File: config.mk
export PLATFORM = sky130hd
export DESIGN_NAME = m_unit
export DESIGN_NICKNAME = d
export VERILOG_FILES = /design/src/source/m_uop_pkg.sv /design/src/source/m_isa_pkg.sv /design/src/source/m_unit.sv /design/src/source/m_result.sv /design/src/source/m_divider.sv /design/src/source/m_multiplier.sv /design/src/source/m_decode.sv
export SDC_FILE = /design/constraint.sdc
export NUM_CORES = 2
export LEC_CHECK = 0
export BUFFER_PORTS_ARGS = -buffer_cell sky130_fd_sc_hd__buf_4
export CAP_MARGIN = 30
export CELL_PAD_IN_SITES_DETAIL_PLACEMENT = 0
export CELL_PAD_IN_SITES_GLOBAL_PLACEMENT = 1
export CORE_MARGIN = 4
export CORE_UTILIZATION = 55
export DETAILED_ROUTE_END_ITERATION = 10
export PLACE_DENSITY = 0.93
export SLEW_MARGIN = 40
export SYNTH_ARGS = -nofsm -noshare
export SYNTH_HDL_FRONTEND = slang
export SYNTH_HIERARCHICAL = 1
export SYNTH_SLANG_ARGS = --single-unit
File: constraint.sdc
create_clock -name clk_i -period 15 [get_ports clk_i]
set_input_delay 2.25 -clock clk_i [delete_from_list [all_inputs] [get_ports clk_i]]
set_output_delay 2.25 -clock clk_i [all_outputs]
set_load 0.02 [all_outputs]
File: src/source/m_uop_pkg.sv
// decoded micro-op fields: execute unit select and result part select
package m_uop_pkg;

	// which execute block owns the operation
	typedef enum logic {
		UNIT_MUL = 1'b0,
		UNIT_DIV = 1'b1
	} m_unit_sel_e;

	// part of the raw result handed back
	typedef enum logic [1:0] {
		RSEL_LO   = 2'b00, // low half of product
		RSEL_HI   = 2'b01, // high half of product
		RSEL_QUOT = 2'b10,
		RSEL_REM  = 2'b11
	} m_rsel_e;

endpackage

File: src/source/m_isa_pkg.sv
// funct3 encodings of the RV32 M-extension operations
package m_isa_pkg;

	// standard funct3 order within OP with funct7 = 0000001
	typedef enum logic [2:0] {
		MUL    = 3'b000,
		MULH   = 3'b001,
		MULHSU = 3'b010,
		MULHU  = 3'b011,
		DIV    = 3'b100,
		DIVU   = 3'b101,
		REM    = 3'b110,
		REMU   = 3'b111
	} m_funct3_e;

endpackage
File: src/source/m_unit.sv
// top of the M-extension execute unit: decode, multiplier, divider, result stage
`timescale 1ns/1ps

module m_unit #(
	parameter int XLEN       = 32,
	parameter int MUL_STAGES = 2
) (
	input  logic                 clk_i,
	input  logic                 rst_n_i,
	input  logic                 start_i,
	input  m_isa_pkg::m_funct3_e funct3_i,
	input  logic [XLEN-1:0]      rs1_i,
	input  logic [XLEN-1:0]      rs2_i,
	output logic                 busy_o,
	output logic                 done_o,
	output logic [XLEN-1:0]      result_o
);
	import m_uop_pkg::*;

	logic              mul_go;
	logic              div_go;
	logic [XLEN-1:0]   a_mag;
	logic [XLEN-1:0]   b_mag;
	logic [XLEN-1:0]   dividend_raw;
	m_unit_sel_e       unit_sel;
	m_rsel_e           rsel;
	logic              neg_res;
	logic              div_zero;
	logic              div_ovf;
	logic [2*XLEN-1:0] product;
	logic              mul_done;
	logic [XLEN-1:0]   quotient;
	logic [XLEN-1:0]   remainder;
	logic              div_done;

	m_decode #(.XLEN(XLEN)) u_decode (
		.clk_i, .rst_n_i, .start_i, .funct3_i, .rs1_i, .rs2_i,
		.done_i(done_o), .busy_o,
		.mul_go_o(mul_go), .div_go_o(div_go),
		.a_mag_o(a_mag), .b_mag_o(b_mag), .dividend_o(dividend_raw),
		.unit_sel_o(unit_sel), .rsel_o(rsel), .neg_res_o(neg_res),
		.div_zero_o(div_zero), .div_ovf_o(div_ovf)
	);

	m_multiplier #(.XLEN(XLEN), .MUL_STAGES(MUL_STAGES)) u_mul (
		.clk_i, .rst_n_i, .go_i(mul_go), .a_i(a_mag), .b_i(b_mag),
		.product_o(product), .done_o(mul_done)
	);

	m_divider #(.XLEN(XLEN)) u_div (
		.clk_i, .rst_n_i, .go_i(div_go), .dividend_i(a_mag), .divisor_i(b_mag),
		.quotient_o(quotient), .remainder_o(remainder), .done_o(div_done)
	);

	m_result #(.XLEN(XLEN), .MUL_STAGES(MUL_STAGES)) u_result (
		.clk_i, .rst_n_i, .unit_sel_i(unit_sel), .rsel_i(rsel),
		.neg_res_i(neg_res), .div_zero_i(div_zero), .div_ovf_i(div_ovf),
		.dividend_i(dividend_raw), .product_i(product),
		.quotient_i(quotient), .remainder_i(remainder),
		.mul_done_i(mul_done), .div_done_i(div_done),
		.result_o, .done_o
	);

endmodule

File: src/source/m_result.sv
// result stage: sign correction, part select, divide corner cases, result register
`timescale 1ns/1ps

module m_result #(
	parameter int XLEN       = 32,
	parameter int MUL_STAGES = 2
) (
	input  logic                   clk_i,
	input  logic                   rst_n_i,
	input  m_uop_pkg::m_unit_sel_e unit_sel_i,
	input  m_uop_pkg::m_rsel_e     rsel_i,
	input  logic                   neg_res_i,
	input  logic                   div_zero_i,
	input  logic                   div_ovf_i,
	input  logic [XLEN-1:0]        dividend_i,
	input  logic [2*XLEN-1:0]      product_i,
	input  logic [XLEN-1:0]        quotient_i,
	input  logic [XLEN-1:0]        remainder_i,
	input  logic                   mul_done_i,
	input  logic                   div_done_i,
	output logic [XLEN-1:0]        result_o,
	output logic                   done_o
);
	import m_uop_pkg::*;

	localparam logic [XLEN-1:0] MOST_NEG = {1'b1, {(XLEN-1){1'b0}}};

	// the done pulse timing below relies on a registered multiplier
	if (MUL_STAGES < 1) begin : g_stage_check
		$error("m_result: MUL_STAGES must be at least 1");
	end

	logic              unit_done;
	logic [2*XLEN-1:0] prod_s;
	logic [XLEN-1:0]   quo_s;
	logic [XLEN-1:0]   rem_s;
	logic [XLEN-1:0]   res_d;

	assign unit_done = (unit_sel_i == UNIT_MUL) ? mul_done_i : div_done_i;
	assign prod_s    = neg_res_i ? -product_i : product_i; // negate before the half select
	assign quo_s     = neg_res_i ? -quotient_i : quotient_i;
	assign rem_s     = neg_res_i ? -remainder_i : remainder_i;

	always_comb begin
		case (rsel_i)
			RSEL_LO:   res_d = prod_s[XLEN-1:0];
			RSEL_HI:   res_d = prod_s[2*XLEN-1:XLEN];
			RSEL_QUOT: res_d = div_zero_i ? '1 : (div_ovf_i ? MOST_NEG : quo_s);
			default:   res_d = div_zero_i ? dividend_i : (div_ovf_i ? '0 : rem_s);
		endcase
	end

	always_ff @(posedge clk_i) begin
		if (!rst_n_i) begin
			result_o <= '0;
			done_o   <= 1'b0;
		end else begin
			done_o <= unit_done;
			if (unit_done) begin
				result_o <= res_d; // held until the next done
			end
		end
	end

endmodule

File: src/source/m_divider.sv
// restoring shift-subtract divider on unsigned magnitudes, one quotient bit per cycle
`timescale 1ns/1ps

module m_divider #(
	parameter int XLEN = 32
) (
	input  logic            clk_i,
	input  logic            rst_n_i,
	input  logic            go_i,
	input  logic [XLEN-1:0] dividend_i,
	input  logic [XLEN-1:0] divisor_i,
	output logic [XLEN-1:0] quotient_o,
	output logic [XLEN-1:0] remainder_o,
	output logic            done_o
);

	logic [XLEN-1:0] rem_q;
	logic [XLEN-1:0] quo_q;   // dividend bits shift out, quotient bits shift in
	logic [XLEN-1:0] div_q;
	logic [XLEN-1:0] step_q;  // one-hot, bit k set while step k runs
	logic            active_q;
	logic            done_q;

	logic [XLEN-1:0] src_rem;
	logic [XLEN-1:0] src_quo;
	logic [XLEN-1:0] src_div;
	logic [XLEN:0]   shifted;
	logic [XLEN:0]   diff;
	logic            q_bit;
	logic [XLEN-1:0] next_rem;

	// step 0 runs on the go cycle straight from the inputs
	assign src_rem = go_i ? '0 : rem_q;
	assign src_quo = go_i ? dividend_i : quo_q;
	assign src_div = go_i ? divisor_i : div_q;

	assign shifted  = {src_rem, src_quo[XLEN-1]};
	assign diff     = shifted - {1'b0, src_div};
	assign q_bit    = ~diff[XLEN]; // borrow means restore
	assign next_rem = q_bit ? diff[XLEN-1:0] : shifted[XLEN-1:0];

	always_ff @(posedge clk_i) begin
		if (go_i || active_q) begin
			rem_q <= next_rem;
			quo_q <= {src_quo[XLEN-2:0], q_bit};
		end
		if (go_i) begin
			div_q <= divisor_i;
		end
	end

	always_ff @(posedge clk_i) begin
		if (!rst_n_i) begin
			step_q   <= '0;
			active_q <= 1'b0;
			done_q   <= 1'b0;
		end else begin
			done_q <= 1'b0;
			if (go_i) begin
				step_q   <= {{(XLEN-2){1'b0}}, 2'b10};
				active_q <= 1'b1;
			end else if (active_q) begin
				step_q <= step_q << 1;
				if (step_q[XLEN-1]) begin // last step
					active_q <= 1'b0;
					done_q   <= 1'b1;
				end
			end
		end
	end

	assign quotient_o  = quo_q;
	assign remainder_o = rem_q;
	assign done_o      = done_q;

endmodule

File: src/source/m_multiplier.sv
// unsigned XLEN x XLEN multiplier with a MUL_STAGES deep register pipeline
`timescale 1ns/1ps

module m_multiplier #(
	parameter int XLEN       = 32,
	parameter int MUL_STAGES = 2
) (
	input  logic                clk_i,
	input  logic                rst_n_i,
	input  logic                go_i,
	input  logic [XLEN-1:0]     a_i,
	input  logic [XLEN-1:0]     b_i,
	output logic [2*XLEN-1:0]   product_o,
	output logic                done_o
);

	logic [2*XLEN-1:0]     prod_q [MUL_STAGES];
	logic [MUL_STAGES-1:0] valid_q;
	logic [2*XLEN-1:0]     full_prod;

	// retiming into the stage registers is left to synthesis
	assign full_prod = a_i * b_i;

	always_ff @(posedge clk_i) begin
		prod_q[0] <= full_prod;
		for (int i = 1; i < MUL_STAGES; i++) begin
			prod_q[i] <= prod_q[i-1];
		end
	end

	// valid tag follows the product down the pipe
	always_ff @(posedge clk_i) begin
		if (!rst_n_i) begin
			valid_q <= '0;
		end else begin
			valid_q[0] <= go_i;
			for (int i = 1; i < MUL_STAGES; i++) begin
				valid_q[i] <= valid_q[i-1];
			end
		end
	end

	assign product_o = prod_q[MUL_STAGES-1];
	assign done_o    = valid_q[MUL_STAGES-1];

endmodule

File: src/source/m_decode.sv
// decode stage: operand magnitudes, result sign, corner-case flags and busy flag
`timescale 1ns/1ps

module m_decode #(
	parameter int XLEN = 32
) (
	input  logic                   clk_i,
	input  logic                   rst_n_i,
	input  logic                   start_i,
	input  m_isa_pkg::m_funct3_e   funct3_i,
	input  logic [XLEN-1:0]        rs1_i,
	input  logic [XLEN-1:0]        rs2_i,
	input  logic                   done_i,
	output logic                   busy_o,
	output logic                   mul_go_o,
	output logic                   div_go_o,
	output logic [XLEN-1:0]        a_mag_o,
	output logic [XLEN-1:0]        b_mag_o,
	output logic [XLEN-1:0]        dividend_o,
	output m_uop_pkg::m_unit_sel_e unit_sel_o,
	output m_uop_pkg::m_rsel_e     rsel_o,
	output logic                   neg_res_o,
	output logic                   div_zero_o,
	output logic                   div_ovf_o
);
	import m_isa_pkg::*;
	import m_uop_pkg::*;

	localparam logic [XLEN-1:0] MOST_NEG = {1'b1, {(XLEN-1){1'b0}}};

	logic    accept;
	logic    is_div;
	logic    a_signed;
	logic    b_signed;
	logic    a_neg;
	logic    b_neg;
	m_rsel_e rsel_d;

	assign accept = start_i & ~busy_o; // starts while busy are dropped
	assign is_div = funct3_i[2];
	assign a_neg  = a_signed & rs1_i[XLEN-1];
	assign b_neg  = b_signed & rs2_i[XLEN-1];

	always_comb begin
		a_signed = 1'b0;
		b_signed = 1'b0;
		case (funct3_i)
			MULH, DIV, REM: begin
				a_signed = 1'b1;
				b_signed = 1'b1;
			end
			MULHSU:  a_signed = 1'b1; // rs2 stays unsigned
			default: ;
		endcase
		case (funct3_i)
			MUL:                 rsel_d = RSEL_LO;
			MULH, MULHSU, MULHU: rsel_d = RSEL_HI;
			DIV, DIVU:           rsel_d = RSEL_QUOT;
			default:             rsel_d = RSEL_REM;
		endcase
	end

	always_ff @(posedge clk_i) begin
		if (!rst_n_i) begin
			busy_o     <= 1'b0;
			mul_go_o   <= 1'b0;
			div_go_o   <= 1'b0;
			unit_sel_o <= UNIT_MUL;
			rsel_o     <= RSEL_LO;
			neg_res_o  <= 1'b0;
			div_zero_o <= 1'b0;
			div_ovf_o  <= 1'b0;
		end else begin
			mul_go_o <= accept & ~is_div;
			div_go_o <= accept & is_div;
			if (accept) begin
				busy_o     <= 1'b1;
				unit_sel_o <= is_div ? UNIT_DIV : UNIT_MUL;
				rsel_o     <= rsel_d;
				// remainder takes the dividend sign
				neg_res_o  <= (rsel_d == RSEL_REM) ? a_neg : (a_neg ^ b_neg);
				div_zero_o <= is_div & (rs2_i == '0);
				div_ovf_o  <= is_div & a_signed & (rs1_i == MOST_NEG) & (&rs2_i);
			end else if (done_i) begin
				busy_o <= 1'b0;
			end
		end
	end

	always_ff @(posedge clk_i) begin
		if (accept) begin
			a_mag_o    <= a_neg ? -rs1_i : rs1_i;
			b_mag_o    <= b_neg ? -rs2_i : rs2_i;
			dividend_o <= rs1_i; // raw, for the zero-divisor remainder
		end
	end

endmodule

== Yosys cells after proc, flatten, opt, wreduce, memory -nomap -nowiden ==
Memories as Yosys holds them, arrays and structs flattened.
Index checks and enable logic that the tools add are counted.

* Memories: 1
* RAM bits: 128
* Input port bits: 70
* Word-level logic and storage cells: 95
* Flip-flop bits (word level): 269
* Output and inout bits: 34

* Bitwise gates (word level): 15
* $mul: 1
* Reductions and logical operators: 13
* Equal/unequal tests: 10
* Mux-type cells: 28
* $add $sub $neg: 6

{| class="wikitable"
|+ Memories
! name !! depth !! bits a word !! rd ports !! clocked after memory_dff !! wr ports !! RTL line !! source
|-
| u_mul.prod_q || 2 || 64 || 2 || 0 || 2 || m_multiplier.sv:17 || <nowiki>logic [2*XLEN-1:0] prod_q [MUL_STAGES];</nowiki>
|}

{| class="wikitable"
|+ Operators with widths
! cell !! number
|-
| $mux 32 || 12
|-
| $neg 32->32 || 4
|-
| $pmux 32 s3 || 1
|-
| $mul 32x32->64 || 1
|-
| $mux 64 || 1
|-
| $neg 64->64 || 1
|-
| $sub 33x32->33 || 1
|-
| $eq 32x32->1 const B || 1
|-
| $logic_not 32->1 || 1
|-
| $reduce_and 32->1 || 1
|-
| $mux 1 || 11
|-
| $and 1x1->1 || 9
|-
| $eq 3x3->1 const B || 3
|-
| $reduce_or 3->1 || 3
|-
| $eq 3x2->1 const B || 2
|-
| $pmux 2 s3 || 1
|-
| $not 1->1 || 5
|-
| $eq 2x2->1 const B || 2
|-
| $mux 2 || 2
|-
| $reduce_bool 2->1 || 2
|-
| $reduce_or 2->1 || 2
|-
| $reduce_or 4->1 || 1
|-
| $eq 3x1->1 const B || 1
|-
| $logic_not 3->1 || 1
|-
| 4 further kinds || 4
|}

== Depth between registers and ports, before layout ==
* Depth in word-level cells: 6
* Depth in mapped cells: 29
* Mapped depth without buffers: 27

== Cells and area by module ==
Netlist, hierarchy kept.

{| class="wikitable"
|+ By module, submodules not included
! module !! times used !! cells an instance !! area an instance (um2) !! sequential area each (um2)
|-
| m_multiplier || 1 || 3,918 || 36,630.1 || 2,602.5
|-
| m_divider || 1 || 602 || 6,882.9 || 3,223.1
|-
| m_result || 1 || 802 || 5,587.9 || 660.6
|-
| m_decode || 1 || 356 || 4,689.5 || 3,032.9
|}

== Worst setup path after synthesis ==
No wires, ideal clock.

* Path kind: register to register
* Start point: register u_decode.b_mag_o[9]
* End point: memory u_mul/prod_q[0][60] (netlist bit)
* Slack: 7.986 ns
* Setup time: 0.072 ns
* Data required time: 14.928 ns
* Arrival: 6.943 ns
* Buffers on the path: 2
* Period minus slack after synthesis: 7.014 ns
* Stages on the path, launching flop included: 26
* Path through: edfxtp_1 > clkbuf_1 > nand2_1 > fa_1 > inv_1 > fa_1 > inv_1 > fa_1 > inv_1 > fa_1 > fa_1 > fa_1 > fa_1 > inv_1 > fa_1 > inv_1 > ha_1 > clkbuf_1 > and4_1 > nand4_1 > nor3_1 > a21oi_2 > o41ai_4 > a21oi_1 > a31oi_1 > xor2_1

{| class="wikitable"
|+ RTL lines
! element !! RTL line !! source
|-
| from (decl) || m_decode.sv:18 || <nowiki>output logic [XLEN-1:0] b_mag_o,</nowiki>
|-
| from (signal assigned) || m_decode.sv:93 || <nowiki>b_mag_o <= b_neg ? -rs2_i : rs2_i;</nowiki>
|-
| to (decl) || m_multiplier.sv:17 ||
|}

==> reports/qor.yml <==
yosys:
  synth_area_sq_um: 53800
  synth.avg_cell_area_sq_um: 9.47
  synth_fp_nets: 6946
  async_flop_share_pct: 0
  synth_top_cell_by_area: "fa_1"
  syn_inst: 5678
  yosys_warnings: 6
  yosys.cell_count.top_type: "inv_1"
  ys_seq_elements: 396
  ys_seq_area_share_pct: 17.7
  synthTopCellsByArea: "fa_1 33%, edfxtp_1 8.9%, dfxtp_1 8.8%"
  synth_top_area_share_pct: 33.4
  synthTopCellsByCount: "922 x inv_1, 897 x fa_1, 611 x and2_1, 580 x nand2_1, 301 x ha_1"
  synth_ff_type: "dfxtp_1"
  synth_edf_count: 159
  synthDistinctLibCells: 99
worst_setup_path:
  arrival_ns: 8.34
  crit_top_cell: "fa_1"
  path_max_fanout: 33
  crit_chain: "buf_4 -> nand2_1 -> fa_1 -> inv_1 -> fa_1 -> inv_1 -> fa_1 -> inv_1 -> fa_1 -> fa_1 -> fa_1 -> fa_1 -> inv_1 -> fa_1 -> inv_1 -> ha_1 -> and4_1 -> nand4_1 -> nor3_1 -> a21oi_2 -> o41ai_4 -> a21oi_1 -> a31oi_1 -> xor2_1"
  crit_slowest_cell: "fa_1"
  required_ns: 15.54
  crit_path_max_incr_delay_ns: 0.57
  worstReg2RegStart: "u_decode/a_mag_o[25]$_DFFE_PP_"
  cp-startpoint: "u_decode/a_mag_o[25]$_DFFE_PP_"
  start_kind: "flop"
  critPathCaptureType: "flop"
  path_class: "flop to flop"
sta:
  fin_crit_sh_pct: 52.0
  setup_violations: 0
  fmax_mhz: 128
  drv_slew: 0
  clock_skew_ns: 0.0529
  worst_slew_margin_rel_pct: 39.4
  rsz0062_at_grt: "no"
  hold_viol: 0
  min_period_ns: 7.80
  final.setup.tns_ns: 0
  worst_pin_slew_ns: 0.903
global_routing:
  antenna_found_initial: 4
  busiest_layer: "met2"
  grt_usage_pct: 31.8
  met1_usage_pct: 42.4
  grt_pass1_wl_microns: 252000
  grt_max_degree: 66
  grt_use_met2_pct: 51.8
  grt_pass1_vias: 43000
  grt_util_met3_pct: 5.24
  grt-ovfl-total: 0
route:
  wl_per_cell_microns: 23.8
  drc: 0
  dr.first_iter.drc_count: 3782
  vias_per_cell: 5.96
  ant_nets: 0
  vias: 40800
  wl_microns: 163000
  drt_pass1_iterations: 9
die:
  start_util_pct: 55.5
  rows: 114
  ios: 104
  die_x_microns: 321
  dieHeight_microns: 321
  core-area_sq_um: 96900
  die-area_sq_um: 103000
clock_tree:
  htreeDepth: 2
  postCtsHoldBufs: 0
  postCtsSetupBuffers: 0
  clkSinkCount: 396
  path_clk_slew_ns: 0.07
  post_cts_resize_count: 0
  clock_latency_ns: 0.62
  cts-root-buf: "clkbuf_16"
  cts_made_buffers: 40
  clockBufferDepth: 3
  cts_tree: "done"
hold_path:
  hold_class: "flop to flop"
  hold_start: "u_mul/prod_q[0][16]$_DFF_P_"
place:
  place.port_buffers: 103
  hpwlAfterDp_microns: 122000
  gp_congestion: 0.976
status:
  outcome: "complete, no violations"
run:
  cap_violations: 0
layout:
  drive_above_1_share_pct: 6.88
  area_delta_synth_final_pct: 5.11
  final_nets: 6804
## logic make-up (layout without fill, tap and decap cells)
logic type,count (synthesis),count (layout),synth area share (%)
DFF,396,396,17.7
muxes,140,140,2.93
AOI/OAI and AO/OA,682,682,8.66
buffers and inverters,1296,1186,9.62
adders and majority gates,1198,1198,40.4
xor gates and xnor gates,238,238,3.91
other,0,3,0
and+or+nand+nor,1728,1728,16.8
## metrics by stage
stage | instance area, sq um | setup WS (ns) | cells | utilization, % | hold slack [ns]
global placement | 55100 | 7.38 | 6770 | 56.9 | 0.310
detailed placement | 55100 | 7.33 | 6770 | 56.9 | 0.312
finish | 56500 | 7.20 | 6847 | 58.4 | 0.319
global route | 56500 | 6.81 | 6844 | 58.4 | 0.325
CTS | 56500 | 7.30 | 6844 | 58.3 | 0.323
floorplan | 53800 | 7.99 | 5678 | - | 0.310
## metal layers
layer,share of wire [%],wire length (microns)
met1,40,65400
met2,47,76200
met3,8.3,13600
met4,4.7,7660
met5,0.0068,11
## worst paths after layout
path	cells past startpoint	slack [ns]	endpoint
setup / recovery	24	7.20	u_mul/prod_q[0][60]$_DFF_P_
hold / removal	0	0.32	u_mul/prod_q[0][80]$_DFF_P_
setup reg to reg	24	7.20	u_mul/prod_q[0][60]$_DFF_P_
hold reg to reg	0	0.32	u_mul/prod_q[0][80]$_DFF_P_
## registers in the layout (all words and copies together), names as in the netlist, 2 cells and up
| name | flops |
|---|---|
| u_decode/a_mag_o | 32 |
| u_decode/b_mag_o | 32 |
| u_decode/dividend_o | 31 |
| u_decode/rsel_o | 2 |
| u_div/div_q | 32 |
| u_div/quotient_o | 32 |
| u_div/remainder_o | 32 |
| u_div/step_q | 31 |
| u_mul/prod_q | 128 |
| u_mul/valid_q | 2 |
| u_result/result_o | 32 |
## final cells by class
cell class | count | area (sq um)
timing repair buffer | 188 | 1420
clock buffer | 50 | 1090
inverter | 924 | 3470
tap | 1276 | 1600
antenna | 3 | 7.51
sequential | 396 | 9530
multi-input combinational | 3986 | 39100
fill | 8353 | 40300
clock inverter | 24 | 274
## critical path, delay by kind of cell (launching register included)
| kind | cells | cell delay (ns) |
|---|---|---|
| AOI/OAI and AO/OA | 4 | 1.06 |
| xor gates and xnor gates | 1 | 0.15 |
| adders and majority gates | 9 | 4.48 |
| buffers and inverters | 6 | 0.80 |
| DFF | 1 | 0.32 |
| and+or+nand+nor | 4 | 0.88 |
## cell usage in the layout (no fill, tap or decap), types with 68 or more instances in the layout
cell	Yosys	final
xnor2_1	133	133
inv_1	922	920
ha_1	301	301
xor2_1	104	104
buf_4	67	185
and2_1	611	611
a21oi_1	174	174
edfxtp_1	159	159
mux2i_1	79	78
o21ai_0	121	121
a21o_1	68	68
nand2_1	580	580
nor2_1	165	164
fa_1	897	897
dfxtp_1	237	234
Power is left out: the tool's default activity adds up to more than one toggle a clock period on the data nets, which glitch-free logic cannot reach.
